<file path="src/map_defs.svh">
`ifndef MAP_DEFS_SVH
`define MAP_DEFS_SVH

// Screen coordinates and block sizes.
`define COORD_W     10

// Level table dimensions.
`define NUM_BLOCKS  17
`define NUM_LEVELS  4

// Exit marker sprite, in pixels.
`define MARKER_W    17
`define MARKER_H    24

// Level 2 exit stays hidden until the boss counter reaches this value.
`define BOSS_GATE   200
`define BOSS_W      9

`endif
</file>
<file path="src/geom_pkg.sv">
`default_nettype none

`include "map_defs.svh"

package geom_pkg;

    // Pixel position or size on screen.
    typedef logic [`COORD_W-1:0] coord_t;

    // Index into the per-level block table.
    typedef logic [$clog2(`NUM_BLOCKS)-1:0] block_idx_t;

endpackage

`default_nettype wire

</file>
<file path="src/game_pkg.sv">
`default_nettype none

`include "map_defs.svh"

package game_pkg;

    // Arm states wait for level_done low, run states wait for it high.
    typedef enum logic [2:0] {
        lvl0_arm = 3'd0,
        lvl0_run = 3'd1,
        lvl1_arm = 3'd2,
        lvl1_run = 3'd3,
        lvl2_arm = 3'd4,
        lvl2_run = 3'd5,
        win_arm  = 3'd6,
        win_hold = 3'd7
    } level_state_e;

    typedef logic [$clog2(`NUM_LEVELS)-1:0] level_idx_t;  // Level 3 is the win screen.

endpackage

`default_nettype wire

</file>
<file path="src/map_top.sv">
`default_nettype none
`timescale 1ns/1ps

`include "map_defs.svh"

module map_top (
    input  wire                       Clk,
    input  wire                       rst_n,
    input  wire                       restart,
    input  wire                       level_done,
    input  wire [`BOSS_W-1:0]         boss_counter,
    input  wire geom_pkg::coord_t     draw_x,
    input  wire geom_pkg::coord_t     draw_y,
    input  wire geom_pkg::block_idx_t block_idx,
    output geom_pkg::coord_t          spawn_x,
    output geom_pkg::coord_t          spawn_y,
    output geom_pkg::coord_t          bullet_x,
    output geom_pkg::coord_t          bullet_y,
    output geom_pkg::coord_t          block_x,
    output geom_pkg::coord_t          block_y,
    output geom_pkg::coord_t          block_w,
    output geom_pkg::coord_t          block_h,
    output logic                      block_used,
    output geom_pkg::coord_t          exit_x_addr,
    output geom_pkg::coord_t          exit_y_addr,
    output logic                      is_exit,
    output game_pkg::level_idx_t      level_idx,
    output logic                      update,
    output logic                      win
);
    import geom_pkg::*;

    coord_t exit_x;  // Exit position of the current level.
    coord_t exit_y;

    level_sequencer u_sequencer (
        .Clk        (Clk),
        .rst_n      (rst_n),
        .restart    (restart),
        .level_done (level_done),
        .level_idx  (level_idx),
        .update     (update),
        .win        (win)
    );

    level_rom u_rom (
        .level_idx  (level_idx),
        .block_idx  (block_idx),
        .spawn_x    (spawn_x),
        .spawn_y    (spawn_y),
        .bullet_x   (bullet_x),
        .bullet_y   (bullet_y),
        .exit_x     (exit_x),
        .exit_y     (exit_y),
        .block_x    (block_x),
        .block_y    (block_y),
        .block_w    (block_w),
        .block_h    (block_h),
        .block_used (block_used)
    );

    exit_marker u_marker (
        .draw_x       (draw_x),
        .draw_y       (draw_y),
        .exit_x       (exit_x),
        .exit_y       (exit_y),
        .level_idx    (level_idx),
        .boss_counter (boss_counter),
        .exit_x_addr  (exit_x_addr),
        .exit_y_addr  (exit_y_addr),
        .is_exit      (is_exit)
    );

endmodule

`default_nettype wire

</file>
<file path="src/exit_marker.sv">
`default_nettype none
`timescale 1ns/1ps

`include "map_defs.svh"

module exit_marker (
    input  wire geom_pkg::coord_t     draw_x,
    input  wire geom_pkg::coord_t     draw_y,
    input  wire geom_pkg::coord_t     exit_x,
    input  wire geom_pkg::coord_t     exit_y,
    input  wire game_pkg::level_idx_t level_idx,
    input  wire [`BOSS_W-1:0]         boss_counter,
    output geom_pkg::coord_t          exit_x_addr,
    output geom_pkg::coord_t          exit_y_addr,
    output logic                      is_exit
);
    import geom_pkg::*;

    logic level_open;
    logic in_marker;

    // Sprite address wraps, so pixels left of or above the marker land out of range.
    assign exit_x_addr = draw_x - exit_x;
    assign exit_y_addr = draw_y - exit_y;

    // No exit on the win screen; level 2 exit waits for the boss.
    assign level_open = (level_idx != 2'd3) &&
                        ((level_idx != 2'd2) || (boss_counter >= `BOSS_W'(`BOSS_GATE)));

    assign in_marker = (exit_x_addr < coord_t'(`MARKER_W)) &&
                       (exit_y_addr < coord_t'(`MARKER_H));

    assign is_exit = level_open && in_marker;

endmodule

`default_nettype wire

</file>
<file path="src/level_rom.sv">
`default_nettype none
`timescale 1ns/1ps

`include "map_defs.svh"

module level_rom (
    input  wire game_pkg::level_idx_t level_idx,
    input  wire geom_pkg::block_idx_t block_idx,
    output geom_pkg::coord_t          spawn_x,
    output geom_pkg::coord_t          spawn_y,
    output geom_pkg::coord_t          bullet_x,
    output geom_pkg::coord_t          bullet_y,
    output geom_pkg::coord_t          exit_x,
    output geom_pkg::coord_t          exit_y,
    output geom_pkg::coord_t          block_x,
    output geom_pkg::coord_t          block_y,
    output geom_pkg::coord_t          block_w,
    output geom_pkg::coord_t          block_h,
    output logic                      block_used
);
    import geom_pkg::*;

    localparam int ENTRY_W = 4 * `COORD_W + 1;

    logic [ENTRY_W-1:0] entry;

    // Packs a used block as {used, x, y, w, h}.
    function automatic logic [ENTRY_W-1:0] make_block(input int x, input int y,
                                                       input int w, input int h);
        return {1'b1, coord_t'(x), coord_t'(y), coord_t'(w), coord_t'(h)};
    endfunction

    // Player and bullet spawn points.
    always_comb
    begin
        spawn_x  = coord_t'(20);
        spawn_y  = coord_t'(380);
        bullet_x = coord_t'(20);
        bullet_y = coord_t'(380);
        if (level_idx == 2'd2)
        begin
            spawn_x  = coord_t'(30);
            spawn_y  = coord_t'(300);
            bullet_x = coord_t'(600);  // Bullet starts on the far side.
            bullet_y = coord_t'(300);
        end
    end

    always_comb
    begin
        case (level_idx)
            2'd0:
            begin
                exit_x = coord_t'(620);
                exit_y = coord_t'(310);
            end
            2'd1:
            begin
                exit_x = coord_t'(620);
                exit_y = coord_t'(40);
            end
            2'd2:
            begin
                exit_x = coord_t'(600);
                exit_y = coord_t'(375);
            end
            default:
            begin
                exit_x = coord_t'(330);
                exit_y = coord_t'(450);
            end
        endcase
    end

    // Unlisted entries and out of range indexes read as unused zeros.
    always_comb
    begin
        entry = '0;
        case (level_idx)
            2'd0:
                case (block_idx)
                    5'd1:    entry = make_block(480, 340, 160, 140);
                    5'd2:    entry = make_block(320, 360, 160, 120);
                    5'd3:    entry = make_block(160, 380, 160, 100);
                    5'd4:    entry = make_block(0, 400, 160, 80);
                    default: entry = '0;
                endcase
            2'd1:
                case (block_idx)
                    5'd0:    entry = make_block(0, 0, 640, 20);
                    5'd1:    entry = make_block(0, 20, 20, 280);
                    5'd2:    entry = make_block(280, 60, 240, 20);
                    5'd3:    entry = make_block(140, 80, 120, 20);
                    5'd4:    entry = make_block(560, 80, 100, 20);
                    5'd5:    entry = make_block(620, 100, 20, 380);
                    5'd6:    entry = make_block(20, 160, 60, 60);
                    5'd7:    entry = make_block(80, 160, 180, 100);
                    5'd8:    entry = make_block(500, 220, 100, 20);
                    5'd9:    entry = make_block(260, 240, 240, 20);
                    5'd10:   entry = make_block(540, 320, 80, 160);
                    5'd11:   entry = make_block(0, 340, 140, 20);
                    5'd12:   entry = make_block(220, 340, 80, 100);
                    5'd13:   entry = make_block(400, 380, 100, 20);
                    5'd14:   entry = make_block(0, 440, 300, 40);
                    default: entry = '0;
                endcase
            2'd2:
                case (block_idx)
                    5'd0:    entry = make_block(100, 100, 150, 40);
                    5'd1:    entry = make_block(100, 200, 150, 40);
                    5'd2:    entry = make_block(100, 300, 150, 40);
                    5'd3:    entry = make_block(300, 200, 150, 40);
                    5'd4:    entry = make_block(0, 400, 640, 80);  // Floor.
                    default: entry = '0;
                endcase
            default:
                case (block_idx)
                    5'd0:    entry = make_block(160, 360, 320, 40);
                    5'd1:    entry = make_block(240, 320, 160, 40);
                    5'd2:    entry = make_block(300, 280, 40, 40);
                    5'd4:    entry = make_block(0, 400, 640, 80);
                    default: entry = '0;
                endcase
        endcase
    end

    assign {block_used, block_x, block_y, block_w, block_h} = entry;

endmodule

`default_nettype wire

</file>
<file path="src/level_sequencer.sv">
`default_nettype none
`timescale 1ns/1ps

module level_sequencer (
    input  wire                  Clk,
    input  wire                  rst_n,
    input  wire                  restart,
    input  wire                  level_done,
    output game_pkg::level_idx_t level_idx,
    output logic                 update,
    output logic                 win
);
    import game_pkg::*;

    level_state_e state;
    level_state_e next_state;

    // Restart key behaves like reset.
    always_ff @(posedge Clk)
    begin
        if (!rst_n || restart)
        begin
            state <= lvl0_arm;
        end
        else
        begin
            state <= next_state;
        end
    end

    // A level only advances after level_done was low and then high.
    always_comb
    begin
        next_state = state;
        case (state)
            lvl0_arm:
                if (!level_done)
                    next_state = lvl0_run;
            lvl0_run:
                if (level_done)
                    next_state = lvl1_arm;
            lvl1_arm:
                if (!level_done)
                    next_state = lvl1_run;
            lvl1_run:
                if (level_done)
                    next_state = lvl2_arm;
            lvl2_arm:
                if (!level_done)
                    next_state = lvl2_run;
            lvl2_run:
                if (level_done)
                    next_state = win_arm;
            win_arm:
                next_state = win_hold;
            win_hold:
                next_state = win_hold;  // Left only by reset or restart.
            default:
                next_state = lvl0_arm;
        endcase
    end

    always_comb
    begin
        level_idx = level_idx_t'(0);
        case (state)
            lvl1_arm, lvl1_run:
                level_idx = level_idx_t'(1);
            lvl2_arm, lvl2_run:
                level_idx = level_idx_t'(2);
            win_arm, win_hold:
                level_idx = level_idx_t'(3);
            default:
                level_idx = level_idx_t'(0);
        endcase
    end

    assign update = state inside {lvl0_arm, lvl1_arm, lvl2_arm, win_arm};  // Reload spawn points.
    assign win    = state inside {win_arm, win_hold};

endmodule

`default_nettype wire

</file>
<file path="config.mk">
export PLATFORM = sky130hd
export DESIGN_NAME = map_top
export DESIGN_NICKNAME = d
export VERILOG_FILES = /design/src/geom_pkg.sv /design/src/game_pkg.sv /design/src/map_top.sv /design/src/exit_marker.sv /design/src/level_rom.sv /design/src/level_sequencer.sv
export VERILOG_INCLUDE_DIRS = /design/src
export SDC_FILE = /design/constraint.sdc
export NUM_CORES = 1
export LEC_CHECK = 0
export BUFFER_PORTS_ARGS = -buffer_cell sky130_fd_sc_hd__buf_2
export CORE_AREA = 2 2 69 88
export CTS_BUF_LIST = sky130_fd_sc_hd__clkbuf_4
export CTS_CLUSTER_DIAMETER = 120
export DETAILED_ROUTE_END_ITERATION = 8
export DIE_AREA = 0 0 71 90
export GPL_TIMING_DRIVEN = 0
export PLACE_DENSITY_LB_ADDON = 0.2
export SLEW_MARGIN = 20
export SYNTH_ARGS = -nofsm -noshare
export SYNTH_HDL_FRONTEND = slang
export SYNTH_SLANG_ARGS = --single-unit
</file>
<file path="constraint.sdc">
create_clock -name Clk -period 4.15 [get_ports Clk]
set_input_delay 0.2075 -clock Clk [delete_from_list [all_inputs] [get_ports Clk]]
set_output_delay 0.2075 -clock Clk [all_outputs]
set_load 0.05 [all_outputs]
</file>
; After elaboration in Yosys (flattened, before gate mapping)
; Memory sizes are Yosys's and may differ from the RTL's.
; Index checks and enable logic that the tools add are counted.
[op_classes]
order_cmp = 3
reduce_logical = 16
n_addsub = 2
mux = 18
eq_ne = 21
[op_table]
columns = cell, n
row1 = one-hot mux 41 bit (4 select lines), 2
row2 = one-hot mux 41 bit (5 select lines), 1
row3 = one-hot mux 41 bit (3 select lines), 1
row4 = two-way mux 41 bit, 1
row5 = one-hot mux 9 bit (3 select lines), 1
row6 = one-hot mux 3 bit (7 select lines), 1
row7 = "< comparator 10 x 5 -> 1 bit, second input constant", 2
row8 = one-hot mux 10 bit (2 select lines), 1
row9 = two-way mux 3 bit, 6
row10 = "!= test 2 bit, second input constant", 8
row11 = "equality test 3 bit, second input constant", 4
row12 = "equality test 5 x 2 -> 1 bit, second input constant", 2
row13 = two-way mux 10 bit, 1
row14 = subtractor 10 bit, 1
row15 = subtractor 10 x 9 -> 10 bit, 1
row16 = ">= comparator 9 x 8 -> 1 bit, second input constant", 1
row17 = OR reduction 2 bit, 4
row18 = two-way mux 7 bit, 1
row19 = "equality test 3 x 2 -> 1 bit, second input constant", 2
row20 = one-hot mux 2 bit (3 select lines), 1
row21 = AND reduction 6 bit, 1
row22 = "equality test 5 x 1 -> 1 bit, second input constant", 1
row23 = "equality test 5 x 3 -> 1 bit, second input constant", 1
row24 = logical NOT 5 bit, 1
row25 = 11 further kinds, 14
[totals]
rom_bits = 496
input_bits = 38
out_inout_bits = 106
reg_bits = 3
word_cells = 62
memories = 1
[memory_table]
columns = memory, words, word_bits, read_ports, rd_ports_with_merged_regs, write_ports, line
row1 = (name not given), 16, 31, 1, 0, 0, level_rom.sv:89  ; case (block_idx)

; Depth between registers and ports, before layout
; Gate-level depths: netlist of the first run.
[depth]
word_depth = 10
mapped_depth = 12
depth_no_buf = 11

; Modules after synthesis
; A second synthesis of the first run with hierarchy kept.
[unflattened]
hier_cells = 429
area_unflattened_um2 = 2793.9
[modules_own_cells]
columns = module, n_inst, cells_each, area_per_inst_um2
row1 = level_rom, 1, 284, 1734.2
row2 = exit_marker, 1, 130, 934.6
row3 = level_sequencer, 1, 15, 125.1

; Least setup slack after synthesis of the first run
; Ideal clock, no wire load.
[synth_timing]
path_type = register -> output
from = register u_sequencer.state[1]
to = output is_exit
stages_incl_launch_ff = 10
t_required_ps = 3943
setup_slack_ps = -11
arrival_ps = 3954
n_path_buf = 1
path_cell_list = dfxtp_1 -> clkbuf_1 -> nand2b_1 -> ha_1 -> a31oi_1 -> xnor2_1 -> a311o_1 -> a2111oi_2 -> o2111ai_1 -> nor4b_2
[synth_between]
elab_chain_cells = 10
elab_cells_between_ends = 26
cone_classes = 2 x add/sub / 2 x order compare / 10 x eq/ne / 3 x mux / 9 x reduce/logical
[synth_rtl]
columns = element, line
row1 = "start, declared", level_sequencer.sv:15  ; level_state_e state;
row2 = "start signal, assigned", level_sequencer.sv:23  ; state <= lvl0_arm;
row3 = "start signal, assigned", level_sequencer.sv:27  ; state <= next_state;
row4 = equality test 3 bit or equality test 3 x 2 -> 1 bit (tied branches), level_sequencer.sv:66  ; case (state)
row5 = OR reduction 2 bit (on tied branches), --
row6 = one-hot mux 2 bit (3 select lines) (*), level_sequencer.sv:66
row7 = equality test 2 x 1 -> 1 bit or logical NOT 2 bit (tied branches), level_rom.sv:51  ; case (level_idx)
row8 = OR reduction 2 bit (no line), --
row9 = one-hot mux 10 bit (2 select lines) (*), level_rom.sv:51
row10 = subtractor 10 bit (*), exit_marker.sv:23  ; assign exit_x_addr = draw_x - exit_x;
row11 = net exit_x_addr[5], map_top.sv:24  ; output geom_pkg::coord_t exit_x_addr,
row12 = < comparator 10 x 5 -> 1 bit (*), exit_marker.sv:30  ; assign in_marker = (exit_x_addr < coord_t'(`MARKER_W)) &&
row13 = logical AND 1 bit (*), exit_marker.sv:30
row14 = logical AND 1 bit (*), exit_marker.sv:33  ; assign is_exit = level_open && in_marker;
row15 = "end, declared", map_top.sv:26  ; output logic is_exit,
; The timed path passes the listed nets; every way through them passes the cells marked *.

; Worst setup path in the final report of the first run
[layout_timing]
from = register u_sequencer.state[2]
to = output is_exit
[layout_between]
elab_chain_cells = 10
elab_cells_between_ends = 26
cone_classes = 2 x add/sub / 2 x order compare / 10 x eq/ne / 3 x mux / 9 x reduce/logical
[layout_rtl]
columns = element, line
row1 = equality test 3 bit or equality test 3 x 2 -> 1 bit (tied branches), level_sequencer.sv:66
row2 = OR reduction 2 bit (on tied branches), --
row3 = one-hot mux 2 bit (3 select lines) (*), level_sequencer.sv:66
row4 = equality test 2 x 1 -> 1 bit or logical NOT 2 bit (tied branches), level_rom.sv:51
row5 = OR reduction 2 bit (no line), --
row6 = one-hot mux 10 bit (2 select lines), level_rom.sv:51
row7 = subtractor 10 bit, exit_marker.sv:23
row8 = < comparator 10 x 5 -> 1 bit, exit_marker.sv:30
row9 = logical AND 1 bit, exit_marker.sv:30
row10 = logical AND 1 bit (*), exit_marker.sv:33
; Mark *: on every way between the ends. The rest lies on a longest branch, timed or not.

==> flow_summary.json, run 1 <==
{
  "final.min_clock_period_ns": 3.849,
  "synth_area_sq_mm": 0.002479,
  "yosysWarnings": 0,
  "syn_avg_cell_area_sq_um": 6.421,
  "maxCapViolCount": 0,
  "max_slew.worst_pin.slew_ns": 0.9724,
  "pin_count": 144,
  "final_util_pct": 57.66,
  "hp-class": "in2reg",
  "drtPass1Iterations": 5,
  "top_register": "u_sequencer.state",
  "fmax_ghz": 0.2598,
  "num_antenna_cells": 0,
  "r2r_slack_ns": 2.64,
  "die_area_sq_mm": 0.006390,
  "cts_root_buf": "clkbuf_4",
  "largest_reg_flops": 3,
  "port_buffers": 99,
  "wl_per_cell_um": 15.68,
  "synthArstFlopShare_pct": 0,
  "path_cells": "clkbuf_2, inv_1, nand2_1, inv_1, fa_1, a21oi_1, nor2_1, or3_1, a2111oi_2, o2111ai_1, nor4b_4, clkbuf_4",
  "hold_path_startpoint": "level_done",
  "slew_violations": 0,
  "vias": 3281,
  "grt_usage_pct": 27.81,
  "grt.overflow.total": 0,
  "place_inst": 588,
  "die_y_um": 90,
  "fin_cells": 592,
  "cts_buffer_depth": 2,
  "cp_common_cell": "inv_1",
  "drt_drc_violations_left": 0,
  "synth_seq_cells": 3,
  "setup_violations": 0,
  "setup_slack_ns": 0.3012,
  "status": "finished, final reports clean",
  "insertion_delay_ns": 0.24,
  "crit_arrival_ns": 3.64,
  "reg.largest.list": "u_sequencer.state x3",
  "rows": 31,
  "fp.coreArea_sq_mm": 0.005624,
  "die_x_um": 71,
  "numCtsBuffers": 3,
  "start_util_pct": 44.07,
  "finalCritPeriodShare_pct": 92.74,
  "rr_worst_depth": 4,
  "critPathRequiredTime_ns": 3.94,
  "via_per_inst": 5.542,
  "hold_buffers": 0,
  "cpPeakStageDelay_ns": 0.49,
  "cts.sinks": 3,
  "area_delta_synth_final_pct": 30.84,
  "hold_end": "u_sequencer.state[0]",
  "pre_cts_ws_ns": 0.2775,
  "path_class": "reg2out",
  "startpoint_type": "register",
  "r2r_end": "u_sequencer.state[1]",
  "fillCellCount": 588,
  "setup-tns-final_ns": 0,
  "grt_pass1_wl_um": 14470,
  "placed_area_sq_mm": 0.003204,
  "r2r_start": "u_sequencer.state[1]",
  "final_area_sq_mm": 0.003243,
  "ant_nets": 0,
  "power_density_mw_per_mm2": 161.4,
  "htree_levels": 1,
  "p_leak_nw": 1.759,
  "hold_ws_ns": 0.2004,
  "p_total_mw": 0.5234,
  "drtIter0Drc": 226,
  "synth_edf_count": 0,
  "cts_tree": "done",
  "ys.flop_type": "dfxtp_1",
  "nets": 589,
  "cpMaxStageDelayCell": "fa_1",
  "crit_path_max_fanout": 8,
  "hold_depth": 2,
  "gp_congestion": 0.9617,
  "yosysSeqAreaShare_pct": 2.423,
  "grt_max_degree": 11,
  "skew_ns": 0.003908,
  "drive_gt1_share_pct": 31.18,
  "cp-end-kind": "output port",
  "slew_headroom_pct": 35.01,
  "netlist_instances": 386,
  "dp_hpwl_um": 7378,
  "clk_pin_slew_ns": 0.04,
  "ir_drop_mv": 0.06737,
  "wl_um": 9282,
  "synth.distinct_cells": 54,
  "antenna_found_initial": 0,
  "hold_viol_final": 0,
  "rsz0062_at_grt": "no",
  "grt_pass1_vias": 2959
}
==> placed cells by master (no fill, tap or decap), drive strengths merged, types with 5 or more instances in the layout <==
master	count
buf	149
conb	39
nand2	35
a21oi	34
o21ai	30
clkbuf	30
nor2	29
inv	25
ha	22
o211ai	14
nand3	12
nor3	9
xor2	5
and3	5
xnor2	5
nand2b	5
==> critical path: cells and delay by family (launching register included) <==
family                   cells  cell delay (ns)
AO/OA/AOI/OAI                3             0.79
adder cells (fa/ha/maj)      1             0.49
buffers and inverters        4             0.83
flip-flops                   1             0.40
AND/OR/NAND/NOR              4             0.89
==> layer usage <==
| layer | global-route usage [%] | vias up | routed length (um) |
|---|---|---|---|
| met5 | 0 | - | 0 |
| met4 | 11.32 | 0 | 249 |
| met3 | 4.372 | 29 | 906 |
| met2 | 52.02 | 209 | 4770 |
| met1 | 30.21 | 1473 | 3356 |
| li1 | - | 1570 | - |
==> area by class of cell <==
class / count / area, sq um / area share (%)
plain buffers: 76 / 469.2 / 14.47
multi-input cells: 319 / 2009 / 61.96
well taps: 66 / 82.58 / 2.546
repair buffers: 99 / 498.0 / 15.35
clock buffers: 4 / 30.03 / 0.9259
inverters: 25 / 93.84 / 2.894
flip-flops and latches: 3 / 60.06 / 1.852
==> synthesized netlist by cell type (9+ instances only) <==
library cell	number	share of area, %
o21ai_0	30	6.1
buf_4	48	15
nor3_1	9	1.8
o211ai_1	14	4.2
ha_1	22	11
inv_1	25	3.8
nor2_1	29	4.4
nand3_1	12	2.4
clkbuf_1	25	3.8
nand2_1	35	5.3
a21oi_1	33	6.7
==> cell families (layout without fill, tap and decap cells) <==
group / after synthesis / in the layout / synth area share (%)
adder cells (fa/ha/maj): 24 / 24 / 12.72
XOR/XNOR: 10 / 10 / 3.533
AO/OA/AOI/OAI: 120 / 120 / 31.70
multiplexers: 4 / 4 / 2.625
buffers and inverters: 101 / 204 / 22.67
flip-flops: 3 / 3 / 2.423
AND/OR/NAND/NOR: 122 / 122 / 24.03
other: 2 / 39 / 0.3030
==> where the power goes <==
| part | internal (mW) | leakage, nW | switching, mW | total (mW) |
|---|---|---|---|---|
| clock network | 0.0427 | 0.0184 | 0.0181 | 0.0608 |
| logic | 0.117 | 1.72 | 0.316 | 0.433 |
| registers | 0.0295 | 0.0243 | 0.000565 | 0.0301 |
==> repair_timing <==
action / CTS / global route
endpoints found under the setup margin: 0 / 1
buffers inserted: 0 / 0
gates resized for setup: 0 / 5
==> how the worst max path moves through the flow <==
stage / startpoint / to / slack (ns) / cells past startpoint
floorplan: u_sequencer.state[1] / is_exit / 0.25 / 9
global placement: u_sequencer.state[2] / is_exit / 0.34 / 13
detailed placement: u_sequencer.state[2] / is_exit / 0.28 / 13
CTS: u_sequencer.state[2] / is_exit / 0.02 / 13
global route: u_sequencer.state[2] / is_exit / 0.04 / 12
finish: u_sequencer.state[2] / is_exit / 0.30 / 12
No activity file was read; power rests on OpenSTA's default activity.
==> run 2: changes to the inputs <==
Settings changed: ABC_AREA from default to 1.
==> flow_summary.json, run 2 <==
{
  "pin_count": 144,
  "maxCapViolCount": 0,
  "die_x_um": 71,
  "numCtsBuffers": 3,
  "yosysSeqAreaShare_pct": 2.374,
  "cts_tree": "done",
  "synthTopCellsByCount": "nand2_1 (139), inv_1 (71), buf_4 (48)",
  "nets": 674,
  "htree_levels": 1,
  "hp-class": "in2reg",
  "skew_ns": 0.001107,
  "crit_end": "is_exit",
  "r2r_end": "u_sequencer.state[1]",
  "final_cell_mix": "nand2_1 (139), buf_2 (105), inv_1 (71), buf_4 (48), conb_1 (39)",
  "final.min_clock_period_ns": 3.091,
  "synth_area_sq_mm": 0.002530,
  "grt_usage_pct": 25.77,
  "yosysTopAreaCellShare_pct": 20.62,
  "r2r_start": "u_sequencer.state[2]",
  "rr_worst_depth": 4,
  "grt_max_degree": 13,
  "wl_um": 8584,
  "cp_common_cell": "nand2_1",
  "vias": 3333,
  "grt_pass1_wl_um": 13740,
  "rsz0062_at_grt": "no",
  "dp_hpwl_um": 7247,
  "netlist_instances": 469,
  "port_buffers": 101,
  "synth_edf_count": 0,
  "num_antenna_cells": 0,
  "antenna_found_initial": 0,
  "path_cells": "nand2_1, inv_1, ha_1, inv_1, fa_1, nand3_1, nand3_1, nand2_1, inv_1, nand2_1, nand2_1, nor2_1, nand3_1, nor2_1, buf_2",
  "setup_slack_ns": 1.059,
  "die_area_sq_mm": 0.006390,
  "finalCritPeriodShare_pct": 74.49,
  "area_delta_synth_final_pct": 29.92,
  "setup_violations": 0,
  "syn_avg_cell_area_sq_um": 5.394,
  "wl_per_cell_um": 12.68,
  "critPathLaunch": "u_sequencer.state[2]",
  "synth_top_cell_by_area": "nand2_1",
  "yosys-top-cells-area": "nand2_1 (21%), buf_4 (14%), ha_1 (11%), inv_1 (11%), nand3_1 (6.3%)",
  "grt.overflow.total": 0,
  "top_register": "u_sequencer.state",
  "ir_drop_mv": 0.08125,
  "pre_cts_ws_ns": 1.308,
  "critPathRequiredTime_ns": 3.94,
  "rows": 31,
  "cpMaxStageDelayCell": "dfxtp_1",
  "p_leak_nw": 2.149,
  "clk_pin_slew_ns": 0.04,
  "drtPass1Iterations": 5,
  "drt_drc_violations_left": 0,
  "cp-end-kind": "output port",
  "slew_headroom_pct": 66.59,
  "max_slew.worst_pin.slew_ns": 0.5011,
  "setup-tns-final_ns": 0,
  "cts.sinks": 3,
  "hold_viol_final": 0,
  "path_class": "reg2out",
  "cts.repair.resized": 0,
  "drtIter0Drc": 171,
  "cts_root_buf": "clkbuf_4",
  "ys.flop_type": "dfxtp_1",
  "post_cts_buffers": 0,
  "fp.coreArea_sq_mm": 0.005624,
  "largest_reg_flops": 3,
  "fillCellCount": 610,
  "synth.distinct_cells": 35,
  "status": "finished, final reports clean",
  "cpPeakStageDelay_ns": 0.53,
  "synthArstFlopShare_pct": 0,
  "yosysWarnings": 0,
  "insertion_delay_ns": 0.24,
  "cts_buffer_depth": 2,
  "grt_pass1_vias": 3042,
  "synth_seq_cells": 3,
  "gp_congestion": 0.9610,
  "fmax_ghz": 0.3235,
  "synth_most_common_cell": "nand2_1",
  "die_y_um": 90,
  "hold_buffers": 0,
  "ant_nets": 0,
  "crit_arrival_ns": 2.88,
  "startpoint_type": "register",
  "crit_path_max_fanout": 11,
  "slew_violations": 0,
  "layout_commonest_cell": "nand2_1",
  "power_density_mw_per_mm2": 149.6,
  "via_per_inst": 4.923,
  "reg.largest.list": "u_sequencer.state x3",
  "drive_gt1_share_pct": 29.30,
  "r2r_slack_ns": 2.96,
  "start_util_pct": 44.98
}
-- run 2: power by group --
part	leakage, nW	internal (mW)	switching, mW	total, mW
clock	0.0184	0.0427	0.0175	0.0602
combinational	2.11	0.103	0.299	0.401
sequential	0.0243	0.0295	0.000481	0.0300
total	2.15	0.175	0.317	0.492
-- run 2: layer usage --
| metal | vias to the layer above | part of all wire [%] | GRT usage (%) |
|---|---|---|---|
| met5 | - | 0 | 0 |
| met4 | 0 | 3.9 | 10.85 |
| met3 | 34 | 6.0 | 2.578 |
| met2 | 155 | 53 | 48.83 |
| met1 | 1440 | 37 | 28.19 |
| li1 | 1704 | - | - |
-- run 2: logic make-up after synthesis --
logic type      synth area share [%]
compound gates                 15.78
xor+xnor                      0.6925
fa+ha+maj                      12.46
buf+inv                        27.94
flops                          2.374
other cells                   0.2968
simple gates                   40.45
-- run 2: worst min path at each step --
stage | cells past startpoint | to | from
after global placement | 2 | u_sequencer.state[0] | level_done
after global routing | 2 | u_sequencer.state[0] | level_done
after detailed placement | 2 | u_sequencer.state[0] | level_done
after floorplan | 1 | u_sequencer.state[0] | level_done
after CTS | 2 | u_sequencer.state[0] | level_done
final | 2 | u_sequencer.state[0] | level_done
-- run 2: layout make-up --
type | count | area (sq um) | area share [%]
Inverter | 80 | 307.8 | 9.364
Buffer | 57 | 399.1 | 12.14
Clock buffer | 4 | 30.03 | 0.9136
Timing Repair Buffer | 101 | 505.5 | 15.38
Tap cell | 66 | 82.58 | 2.512
Sequential cell | 3 | 60.06 | 1.827
Multi-Input combinational cell | 366 | 1902 | 57.86
-- run 2: per-stage QoR --
step           instances  hold slack, ns  cell area (sq um)  total power, mW  util, %
6_report             677          0.1610               3287           0.4917    58.44
4_1_cts              677          0.1557               3287           0.4892    58.44
3_5_place_dp         673          0.4100               3257           0.4272    57.91
2_1_floorplan        506          0.3026               2669           0.3475        -
5_1_grt              677          0.1692               3287           0.5227    58.44
3_3_place_gp         673          0.4016               3257           0.4263    57.91
-- run 2: critical path, delay by kind of cell (launching register included) --
family | cells | cell delay (ns)
adder cells (fa/ha/maj) | 2 | 0.58
AND/OR/NAND/NOR | 9 | 1.01
flip-flops | 1 | 0.53
buffers and inverters | 4 | 0.52
